===== src/verilog/obj_geom_pkg.sv =====
// sprite geometry constants: tile size and field widths.
`default_nettype none

package obj_geom_pkg;

    // tiles are square.
    localparam int TILE_PX = 16;

    // tile code as stored in the table and sent to the draw port.
    localparam int CODE_W = 16;

    // screen x, 9 bits wide and wrapping past 511.
    localparam int X_W = 9;

    // object y keeps one extra bit for the wrap test.
    localparam int Y_W = 10;

    localparam int LINE_W = 9; // render line.
    localparam int SUB_W = 4; // row inside a tile, log2 of TILE_PX.
    localparam int SPAN_W = 4; // tile_n / tile_m span fields.
    localparam int PAL_W = 5; // palette select.

endpackage

`default_nettype wire


===== src/verilog/obj_table_pkg.sv =====
// object table format: word offsets, attribute bit fields and end marker.
`default_nettype none

package obj_table_pkg;

    // each entry is four 16-bit words.
    localparam int WORDS_PER_OBJ = 4;

    // word offsets inside an entry, in fetch order.
    localparam logic [1:0] WORD_X = 2'd0;
    localparam logic [1:0] WORD_Y = 2'd1;
    localparam logic [1:0] WORD_CODE = 2'd2;
    localparam logic [1:0] WORD_ATTR = 2'd3; // fetched last.

    // attribute word layout.
    localparam int ATTR_PAL_LSB = 0; // palette, bits 4:0.
    localparam int ATTR_HFLIP = 5;
    localparam int ATTR_VFLIP = 6;
    localparam int ATTR_N_LSB = 8; // column span, bits 11:8.
    localparam int ATTR_M_LSB = 12; // row span, bits 15:12.

    // attribute high byte of this value closes the table.
    // it overlaps both span fields, so no real entry can carry it
    // with a 16x16 span.
    localparam logic [7:0] END_MARK = 8'hFF;

endpackage

`default_nettype wire


===== src/verilog/obj_tile_if.sv =====
// tile column bus from the table scanner to the match and draw stages.
`timescale 1ns/1ns
`default_nettype none

interface obj_tile_if;

    logic                              strobe; // one cycle per column.
    logic [obj_geom_pkg::CODE_W-1:0]   obj_code;
    logic [obj_geom_pkg::SPAN_W-1:0]   tile_n; // columns minus one.
    logic [obj_geom_pkg::SPAN_W-1:0]   tile_m; // rows minus one.
    logic [obj_geom_pkg::SPAN_W-1:0]   n; // current column.
    logic                              vflip;
    logic [obj_geom_pkg::Y_W-1:0]      obj_y;
    logic [obj_geom_pkg::LINE_W-1:0]   vrender; // line latched at start.

    // sideband, only the draw stage looks at these.
    logic [obj_geom_pkg::X_W-1:0]      obj_x;
    logic                              hflip;
    logic [obj_geom_pkg::PAL_W-1:0]    pal;

    // scanner drives every field.
    modport scan (
        output strobe, obj_code, tile_n, tile_m, n, vflip, obj_y, vrender,
        output obj_x, hflip, pal
    );

    // line hit test and code offset.
    modport match (
        input strobe, obj_code, tile_n, tile_m, n, vflip, obj_y, vrender
    );

    // x placement and draw strobe.
    modport draw (
        input strobe, tile_n, n, obj_x, hflip, pal
    );

endinterface

`default_nettype wire


===== src/verilog/obj_table_ram.sv =====
// object table RAM: write port from outside, registered read for the scanner.
`timescale 1ns/1ns
`default_nettype none

module obj_table_ram #(
    parameter int OBJ_N = 64,
    localparam int DEPTH = OBJ_N * obj_table_pkg::WORDS_PER_OBJ,
    localparam int AW = $clog2(DEPTH)
) (
    input  logic          clk,
    input  logic          we, // host write strobe.
    input  logic [AW-1:0] waddr,
    input  logic [15:0]   wdata,
    input  logic [AW-1:0] raddr,
    output logic [15:0]   rdata // valid one cycle after raddr.
);

    // entry k holds words 4k..4k+3.
    logic [15:0] mem [DEPTH];

    // write side.
    always_ff @(posedge clk) begin
        if (we) begin
            mem[waddr] <= wdata;
        end
    end

    // read side, old data on a same-address write.
    always_ff @(posedge clk) begin
        rdata <= mem[raddr];
    end

endmodule

`default_nettype wire


===== src/verilog/obj_table_scan.sv =====
// table scanner FSM: fetches each entry and issues one strobe per tile column.
`timescale 1ns/1ns
`default_nettype none

module obj_table_scan #(
    parameter int OBJ_N = 64,
    localparam int AW = $clog2(OBJ_N * obj_table_pkg::WORDS_PER_OBJ)
) (
    input  logic                            clk,
    input  logic                            rst,
    input  logic                            start, // sampled only when idle.
    input  logic [obj_geom_pkg::LINE_W-1:0] vrender_in,
    output logic [AW-1:0]                   raddr,
    input  logic [15:0]                     rdata,
    output logic                            busy,
    output logic                            scan_end, // first done cycle.
    obj_tile_if.scan                        tile
);

    localparam int LW = obj_geom_pkg::LINE_W;
    localparam int XW = obj_geom_pkg::X_W;
    localparam int YW = obj_geom_pkg::Y_W;
    localparam int CW = obj_geom_pkg::CODE_W;
    localparam int SW = obj_geom_pkg::SPAN_W;
    localparam int PW = obj_geom_pkg::PAL_W;

    // draw side needs three more cycles to drain after the last strobe.
    localparam int DRAIN_CYC = 3;

    localparam logic [1:0] S_IDLE = 2'd0;
    localparam logic [1:0] S_FETCH = 2'd1;
    localparam logic [1:0] S_EMIT = 2'd2;
    localparam logic [1:0] S_DONE = 2'd3;

    logic [1:0]    state;
    logic [1:0]    wcnt; // word being returned; drain count in done.
    logic [AW-1:0] ptr; // address presented to the RAM.
    logic [SW-1:0] n_q; // column counter.
    logic          last_q; // current entry is the last one.
    logic          end_hit;
    logic [SW-1:0] span_n;

    // captured entry.
    logic [LW-1:0] vrender_q;
    logic [XW-1:0] x_q;
    logic [YW-1:0] y_q;
    logic [CW-1:0] code_q;
    logic [15:0]   attr_q;

    // end marker sits in the attribute high byte.
    assign end_hit = rdata[obj_table_pkg::ATTR_N_LSB +: 8] == obj_table_pkg::END_MARK;
    assign span_n = attr_q[obj_table_pkg::ATTR_N_LSB +: SW];

    // ptr runs one word ahead so the RAM latency hides inside the fetch.
    always_ff @(posedge clk or posedge rst) begin
        if (rst) begin
            state <= S_IDLE;
            wcnt <= '0;
            ptr <= '0;
            n_q <= '0;
            last_q <= 1'b0;
        end else begin
            case (state)
                S_IDLE: begin
                    if (start) begin // word 0 read issued on this edge.
                        state <= S_FETCH;
                        wcnt <= '0;
                        ptr <= ptr + 1'b1;
                    end
                end
                S_FETCH: begin
                    wcnt <= wcnt + 1'b1; // wraps to 0 after the attribute.
                    if (wcnt != obj_table_pkg::WORD_ATTR) begin
                        ptr <= ptr + 1'b1;
                    end else if (end_hit) begin
                        state <= S_DONE;
                        ptr <= '0;
                    end else begin
                        state <= S_EMIT;
                        n_q <= '0;
                        last_q <= (ptr == '0); // ptr wrapped past the table.
                    end
                end
                S_EMIT: begin
                    if (n_q == span_n) begin
                        if (last_q) begin
                            state <= S_DONE;
                            ptr <= '0;
                        end else begin
                            state <= S_FETCH; // next word 0 already read.
                            ptr <= ptr + 1'b1;
                        end
                    end else begin
                        n_q <= n_q + 1'b1;
                    end
                end
                default: begin // S_DONE, hold busy until line_done.
                    wcnt <= wcnt + 1'b1;
                    if (wcnt == 2'(DRAIN_CYC)) begin
                        state <= S_IDLE;
                    end
                end
            endcase
        end
    end

    // entry words, captured as they come back.
    always_ff @(posedge clk) begin
        if (state == S_IDLE && start) begin
            vrender_q <= vrender_in;
        end
        if (state == S_FETCH) begin
            case (wcnt)
                obj_table_pkg::WORD_X: x_q <= rdata[XW-1:0];
                obj_table_pkg::WORD_Y: y_q <= rdata[YW-1:0];
                obj_table_pkg::WORD_CODE: code_q <= rdata[CW-1:0];
                default: attr_q <= rdata;
            endcase
        end
    end

    assign raddr = ptr;
    assign busy = state != S_IDLE;
    assign scan_end = (state == S_DONE) && (wcnt == 2'd0);

    // column bus.
    assign tile.strobe = state == S_EMIT; // one per column.
    assign tile.obj_code = code_q;
    assign tile.tile_n = span_n;
    assign tile.tile_m = attr_q[obj_table_pkg::ATTR_M_LSB +: SW];
    assign tile.n = n_q;
    assign tile.vflip = attr_q[obj_table_pkg::ATTR_VFLIP];
    assign tile.obj_y = y_q;
    assign tile.vrender = vrender_q;
    assign tile.obj_x = x_q;
    assign tile.hflip = attr_q[obj_table_pkg::ATTR_HFLIP];
    assign tile.pal = attr_q[obj_table_pkg::ATTR_PAL_LSB +: PW];

endmodule

`default_nettype wire


===== src/verilog/obj_tile_match.sv =====
// tile match stage: line hit test, tile code with row and column, row in tile.
`timescale 1ns/1ns
`default_nettype none

module obj_tile_match (
    input  logic                            clk,
    input  logic                            rst,
    obj_tile_if.match                       tile,
    output logic [obj_geom_pkg::SUB_W-1:0]  vsub, // row inside the tile.
    output logic                            inzone, // column covers the line.
    output logic [obj_geom_pkg::CODE_W-1:0] code_mn
);

    localparam int YW = obj_geom_pkg::Y_W;
    localparam int CW = obj_geom_pkg::CODE_W;
    localparam int SW = obj_geom_pkg::SPAN_W;
    localparam int SUBW = obj_geom_pkg::SUB_W;
    localparam int TILE_PX = obj_geom_pkg::TILE_PX;

    logic [YW-1:0]   vs; // line, zero extended.
    logic [YW-1:0]   bottom; // first line below the object.
    logic [YW-1:0]   ycross; // line minus y.
    logic [SW-1:0]   m;
    logic [SW-1:0]   mflip;
    logic [SW-1:0]   row;
    logic [SUBW-1:0] vd;

    always_comb begin
        vs = {1'b0, tile.vrender};
        bottom = tile.obj_y + YW'(({1'b0, tile.tile_m} + 5'd1) * TILE_PX);
        ycross = vs - tile.obj_y;
        m = ycross[SUBW +: SW]; // tile row hit by the line.
        vd = ycross[SUBW-1:0];
        mflip = tile.tile_m - m; // rows count from the bottom.
        row = tile.vflip ? mflip : m;
    end

    // results land one cycle after the strobe.
    always_ff @(posedge clk or posedge rst) begin
        if (rst) begin
            inzone <= 1'b0;
            vsub <= '0;
            code_mn <= '0;
        end else if (tile.strobe) begin
            // y past 240 counts as negative, so it wraps onto the top lines.
            inzone <= (bottom > vs) && (vs >= tile.obj_y || tile.obj_y > 10'h0f0);
            vsub <= vd ^ {SUBW{tile.vflip}};
            // offsets only where the span is larger than one tile.
            case ({tile.tile_m != '0, tile.tile_n != '0})
                2'b00: code_mn <= tile.obj_code;
                2'b01: code_mn <= tile.obj_code + {{(CW - SW){1'b0}}, tile.n};
                2'b10: begin
                    code_mn <= tile.obj_code + {{(CW - 2 * SW){1'b0}}, row, {SW{1'b0}}};
                end
                default: begin
                    code_mn <= tile.obj_code + {{(CW - 2 * SW){1'b0}}, row, tile.n};
                end
            endcase
        end
    end

endmodule

`default_nettype wire


===== src/verilog/obj_draw_out.sv =====
// draw output stage: in-zone filter, column x placement, draw strobe, line_done.
`timescale 1ns/1ns
`default_nettype none

module obj_draw_out (
    input  logic                            clk,
    input  logic                            rst,
    obj_tile_if.draw                        tile,
    input  logic [obj_geom_pkg::SUB_W-1:0]  vsub,
    input  logic                            inzone,
    input  logic [obj_geom_pkg::CODE_W-1:0] code_mn,
    input  logic                            scan_end,
    output logic                            draw_valid,
    output logic [obj_geom_pkg::CODE_W-1:0] draw_code,
    output logic [obj_geom_pkg::SUB_W-1:0]  draw_vsub,
    output logic [obj_geom_pkg::X_W-1:0]    draw_x,
    output logic [obj_geom_pkg::PAL_W-1:0]  draw_pal,
    output logic                            draw_hflip,
    output logic                            line_done
);

    localparam int XW = obj_geom_pkg::X_W;
    localparam int SW = obj_geom_pkg::SPAN_W;
    localparam int PW = obj_geom_pkg::PAL_W;
    localparam int TILE_PX = obj_geom_pkg::TILE_PX;

    // sideband copy, lines up with the match registers.
    logic          stb_d;
    logic [SW-1:0] tile_n_d;
    logic [SW-1:0] n_d;
    logic [XW-1:0] obj_x_d;
    logic          hflip_d;
    logic [PW-1:0] pal_d;
    logic [SW-1:0] col;
    logic          end_d1;
    logic          end_d2;

    // columns run right to left under hflip, code order unchanged.
    assign col = hflip_d ? tile_n_d - n_d : n_d;

    always_ff @(posedge clk or posedge rst) begin
        if (rst) begin
            stb_d <= 1'b0;
            draw_valid <= 1'b0;
            end_d1 <= 1'b0;
            end_d2 <= 1'b0;
            line_done <= 1'b0;
        end else begin
            stb_d <= tile.strobe;
            draw_valid <= stb_d & inzone; // out-of-zone columns dropped.
            end_d1 <= scan_end;
            end_d2 <= end_d1;
            line_done <= end_d2; // lands after the last draw.
        end
    end

    always_ff @(posedge clk) begin
        tile_n_d <= tile.tile_n;
        n_d <= tile.n;
        obj_x_d <= tile.obj_x;
        hflip_d <= tile.hflip;
        pal_d <= tile.pal;
        draw_code <= code_mn;
        draw_vsub <= vsub;
        draw_x <= obj_x_d + XW'(col * TILE_PX); // wraps at 9 bits.
        draw_pal <= pal_d;
        draw_hflip <= hflip_d;
    end

endmodule

`default_nettype wire


===== src/verilog/obj_line_engine.sv =====
// sprite line engine top: table RAM, scanner, match and draw stages.
`timescale 1ns/1ns
`default_nettype none

module obj_line_engine #(
    parameter int OBJ_N = 64,
    localparam int AW = $clog2(OBJ_N * obj_table_pkg::WORDS_PER_OBJ)
) (
    input  logic                            clk,
    input  logic                            rst,
    // table write port, idle only.
    input  logic                            tbl_we,
    input  logic [AW-1:0]                   tbl_addr,
    input  logic [15:0]                     tbl_din,
    // line request.
    input  logic                            start,
    input  logic [obj_geom_pkg::LINE_W-1:0] vrender,
    // one pulse per visible tile.
    output logic                            draw_valid,
    output logic [obj_geom_pkg::CODE_W-1:0] draw_code,
    output logic [obj_geom_pkg::SUB_W-1:0]  draw_vsub,
    output logic [obj_geom_pkg::X_W-1:0]    draw_x,
    output logic [obj_geom_pkg::PAL_W-1:0]  draw_pal,
    output logic                            draw_hflip,
    output logic                            line_done,
    output logic                            busy
);

    logic [AW-1:0]                   raddr;
    logic [15:0]                     rdata;
    logic                            scan_end;
    logic [obj_geom_pkg::SUB_W-1:0]  vsub;
    logic                            inzone;
    logic [obj_geom_pkg::CODE_W-1:0] code_mn;

    obj_tile_if tile_bus ();

    obj_table_ram #(
        .OBJ_N (OBJ_N)
    ) u_ram (
        .clk   (clk),
        .we    (tbl_we),
        .waddr (tbl_addr),
        .wdata (tbl_din),
        .raddr (raddr),
        .rdata (rdata)
    );

    obj_table_scan #(
        .OBJ_N (OBJ_N)
    ) u_scan (
        .clk        (clk),
        .rst        (rst),
        .start      (start),
        .vrender_in (vrender),
        .raddr      (raddr),
        .rdata      (rdata),
        .busy       (busy),
        .scan_end   (scan_end),
        .tile       (tile_bus.scan)
    );

    obj_tile_match u_match (
        .clk     (clk),
        .rst     (rst),
        .tile    (tile_bus.match),
        .vsub    (vsub),
        .inzone  (inzone),
        .code_mn (code_mn)
    );

    obj_draw_out u_draw (
        .clk        (clk),
        .rst        (rst),
        .tile       (tile_bus.draw),
        .vsub       (vsub),
        .inzone     (inzone),
        .code_mn    (code_mn),
        .scan_end   (scan_end),
        .draw_valid (draw_valid),
        .draw_code  (draw_code),
        .draw_vsub  (draw_vsub),
        .draw_x     (draw_x),
        .draw_pal   (draw_pal),
        .draw_hflip (draw_hflip),
        .line_done  (line_done)
    );

endmodule

`default_nettype wire


===== config.mk =====
export PLATFORM = sky130hd
export DESIGN_NAME = obj_line_engine
export DESIGN_NICKNAME = d
export VERILOG_FILES = /design/src/verilog/obj_geom_pkg.sv /design/src/verilog/obj_table_pkg.sv /design/src/verilog/obj_tile_if.sv /design/src/verilog/obj_table_ram.sv /design/src/verilog/obj_table_scan.sv /design/src/verilog/obj_tile_match.sv /design/src/verilog/obj_draw_out.sv /design/src/verilog/obj_line_engine.sv
export SDC_FILE = /design/constraint.sdc
export NUM_CORES = 2
export LEC_CHECK = 0
export BUFFER_PORTS_ARGS = -buffer_cell sky130_fd_sc_hd__clkbuf_2
export CAP_MARGIN = 20
export CORE_MARGIN = 2
export CORE_UTILIZATION = 35
export CTS_CLUSTER_SIZE = 20
export DETAILED_ROUTE_END_ITERATION = 10
export PLACE_DENSITY = 0.56
export REMOVE_ABC_BUFFERS = 1
export SYNTH_ARGS = -nofsm -noshare
export SYNTH_HDL_FRONTEND = slang
export SYNTH_HIERARCHICAL = 1
export SYNTH_SLANG_ARGS = --single-unit

===== constraint.sdc =====
create_clock -name clk -period 4.6 [get_ports clk]
set_input_delay 0.69 -clock clk [delete_from_list [all_inputs] [get_ports clk]]
set_output_delay 0.69 -clock clk [all_outputs]
set_load 0.02 [all_outputs]

==> flow_summary.json <==
{
  "yosysMostFrequentCell": "edfxtp_1",
  "cts.sinks": 4272,
  "die-area_sq_um": 480100,
  "power_density_nw_per_um2": 539.9,
  "place.gp.congestion": 0.8857,
  "status": "complete, no violations",
  "cts_tree": "built",
  "setup_ws_ns": 0.1983,
  "finClkSkew_ns": 0.08750,
  "drt-total-wl_mm": 451.5,
  "drive_gt1_share_pct": 25.12,
  "ioPinCount": 75,
  "yosysTopAreaCell": "edfxtp_1",
  "synth_area_sq_um": 166100,
  "avgSynthCellArea_sq_um": 20.76,
  "place_inst": 14400,
  "leakagePower_nw": 59.72,
  "vias": 84292,
  "fin_nets": 8729,
  "grt_first_pass_wirelength_mm": 636.1,
  "htreeDepth": 5,
  "synth-async-reset-ratio_pct": 1.007,
  "fin_crit_sh_pct": 95.69,
  "grt_antenna_before_repair": 21,
  "synth_cell_types": 85,
  "startpoint_type": "flop",
  "drc": 0,
  "yosysTopAreaCellShare_pct": 75.12,
  "yosysWarnings": 6,
  "slew_viol_final": 0,
  "max-clock-path-buffers": 4,
  "r2r_cells": 19,
  "hp-class": "in2reg",
  "wire_per_inst_um": 29.66,
  "cts_inserted_buffers": 427,
  "overflow": 0,
  "tightest_slew_ns": 1.368,
  "ys_seq_elements": 4272,
  "start_util_pct": 35.21,
  "die_x_um": 692.9,
  "r2r-end": "u_match/code_mn[8]",
  "clk_latency_ns": 1.01,
  "rows": 252,
  "cts.clk_slew.worst_paths_ns": 0.06,
  "vias_per_cell": 5.536,
  "worstSetupPathType": "reg2reg",
  "arrival_ns": 5.21,
  "cts_root_buffer": "clkbuf_16",
  "synth_ff_type": "edfxtp_1",
  "hpwl_mm": 268.3,
  "ir_drop_uv": 419.1,
  "period_minus_slack_ns": 4.402,
  "ys_seq_area_share_pct": 76.66,
  "max_cap_viol_count": 0,
  "hold_path_end": "u_ram/mem[136][15]",
  "fmax_mhz": 227.2,
  "core_area_sq_um": 471700,
  "hold_start": "tbl_din[15]",
  "hold_depth": 1,
  "crit_path_max_fanout": 4,
  "final_cells": 15225,
  "first_pass_iters": 6,
  "first_global_vias": 83852,
  "end_kind": "flop",
  "drtIter0Drc": 10646,
  "reg2reg_from": "u_scan/tile.vrender[0]",
  "reg2reg_setup_slack_ns": 0.20,
  "final_util_pct": 40.43,
  "synth_common_cells": "edfxtp_1 (4155), mux4_2 (797), mux2i_1 (570)",
  "report.power.total_mw": 102.9,
  "hold_violations": 0,
  "synth_cells": 8002,
  "setup_viol": 0,
  "fp.dieH_um": 692.9,
  "io_buffers": 74,
  "synth_edf_count": 4155,
  "syn_to_final_growth_pct": 14.82,
  "synth_area_leaders": "edfxtp_1 (75%), mux4_2 (11%), mux2i_1 (3.4%)",
  "drtAntennaViolNets": 0,
  "grt_max_degree": 148,
  "pre_cts_slack_ns": -0.04107,
  "timing.slew.headroom_pct": 8.816,
  "crit_required_ns": 5.40,
  "grt_use_total_pct": 18.30
}
-- cells in the final DEF, fill, tap and decap left out, drive strengths merged, types with 22 or more instances in the layout --
cell    instances
clkinv        210
nor3          100
nand3          54
buf           593
o221ai        254
o31ai          22
o32ai          22
a22o           32
inv            72
clkbuf        600
mux2i         570
bufinv         22
o21ai          71
mux4          797
dfxtp          74
a22oi          43
dfrtp          43
mux2           92
nor2          338
edfxtp       4155
nand2          75
nand4          35
a221oi         32
a21oi         209
o22ai         152
ha             60
-- worst max-delay path by stage --
stage	start	to	cells after the start
after global routing	u_scan/tile.vrender[0]	u_match/code_mn[8]	21
after detailed placement	u_scan/tile.vrender[0]	u_match/code_mn[15]	19
after global placement	u_scan/tile.vrender[0]	u_match/code_mn[13]	20
after floorplan	u_scan/raddr[0]	u_ram/rdata[4]	6
after CTS	u_scan/tile.vrender[0]	u_match/code_mn[15]	19
final	u_scan/tile.vrender[0]	u_match/code_mn[8]	19
-- final cells by class --
type,instances,area [sq um]
clock buffer,542,11240
fill,41516,281000
multi-input combinational,3202,36140
tap,6223,7786
timing repair buffer,661,5782
antenna,9,22.52
clock inverter,255,2128
sequential,4272,127300
inverter,61,241.5
-- cell families after synthesis --
| family | after synthesis | share of synthesized area, % |
|---|---|---|
| XOR/XNOR | 30 | 0.1582 |
| buffers and inverters | 528 | 1.799 |
| flip-flops | 4272 | 76.66 |
| AND/OR/NAND/NOR | 721 | 2.024 |
| adder cells (fa/ha/maj) | 67 | 0.5364 |
| multiplexers | 1459 | 14.87 |
| AO/OA/AOI/OAI | 925 | 3.951 |
-- what timing repair did --
item / in CTS / in global routing
endpoints found under the setup margin: 6 / 9
buffers inserted: 1 / 5
endpoints found under the hold margin: 42 / 0
pin swaps: 2 / 18
gates resized for setup: 4 / 10
hold buffers: 10 / 0
-- power by group --
part	switching, mW	internal [mW]	total, mW	leakage [nW]
Clock	14.8	18.6	33.4	6.50
Sequential	0.808	43.4	44.2	38.5
Combinational	14.4	11.0	25.4	14.7
-- critical path: stages, from the launching register on --
cell and delay (ns):
edfxtp_1 0.39, inv_1 0.08, ha_2 0.18, inv_2 0.04, fa_2 0.38, a21o_1 0.17
a21oi_2 0.11, buf_4 0.15, o211ai_1 0.11, xnor2_1 0.22, ha_1 0.28, o21a_1 0.16
buf_4 0.15, o311a_4 0.36, xnor2_1 0.21, ha_1 0.29, a221oi_2 0.35, o22a_1 0.23
nand2_1 0.09, a221o_1 0.31
-- per-layer routing --
metal  GRT usage, %  vias up  wire length (um)
met5              0        -                92
met1          25.07    45401            184700
met3          3.485      647             36760
met2          29.74     3362            216000
met4          5.411       14             13940
li1               -    34868                 -
-- sequential cells by signal, summed over array words and instances (netlist names), 8 cells and up --
signal / count
u_ram/mem: 4096
u_draw/draw_code: 16
u_match/code_mn: 16
u_ram/rdata: 16
u_scan/tile.obj_code: 16
u_scan/attr_q: 15
u_scan/tile.obj_y: 10
u_draw/draw_x: 9
u_draw/obj_x_d: 9
u_scan/tile.obj_x: 9
u_scan/tile.vrender: 9
u_scan/raddr: 8
-- per-stage QoR --
step | TNS, ns | hold WS, ns | area, sq um
floorplan | -1075.97 | 0.3096 | 163300
global placement | -0.6349 | 0.3095 | 177000
detailed placement | -0.06830 | 0.3121 | 177000
CTS | 0 | 0.01803 | 190500
global route | -0.02641 | 0.05422 | 190700
finish | 0 | 0.06751 | 190700
(Power assumes the default switching activity.)
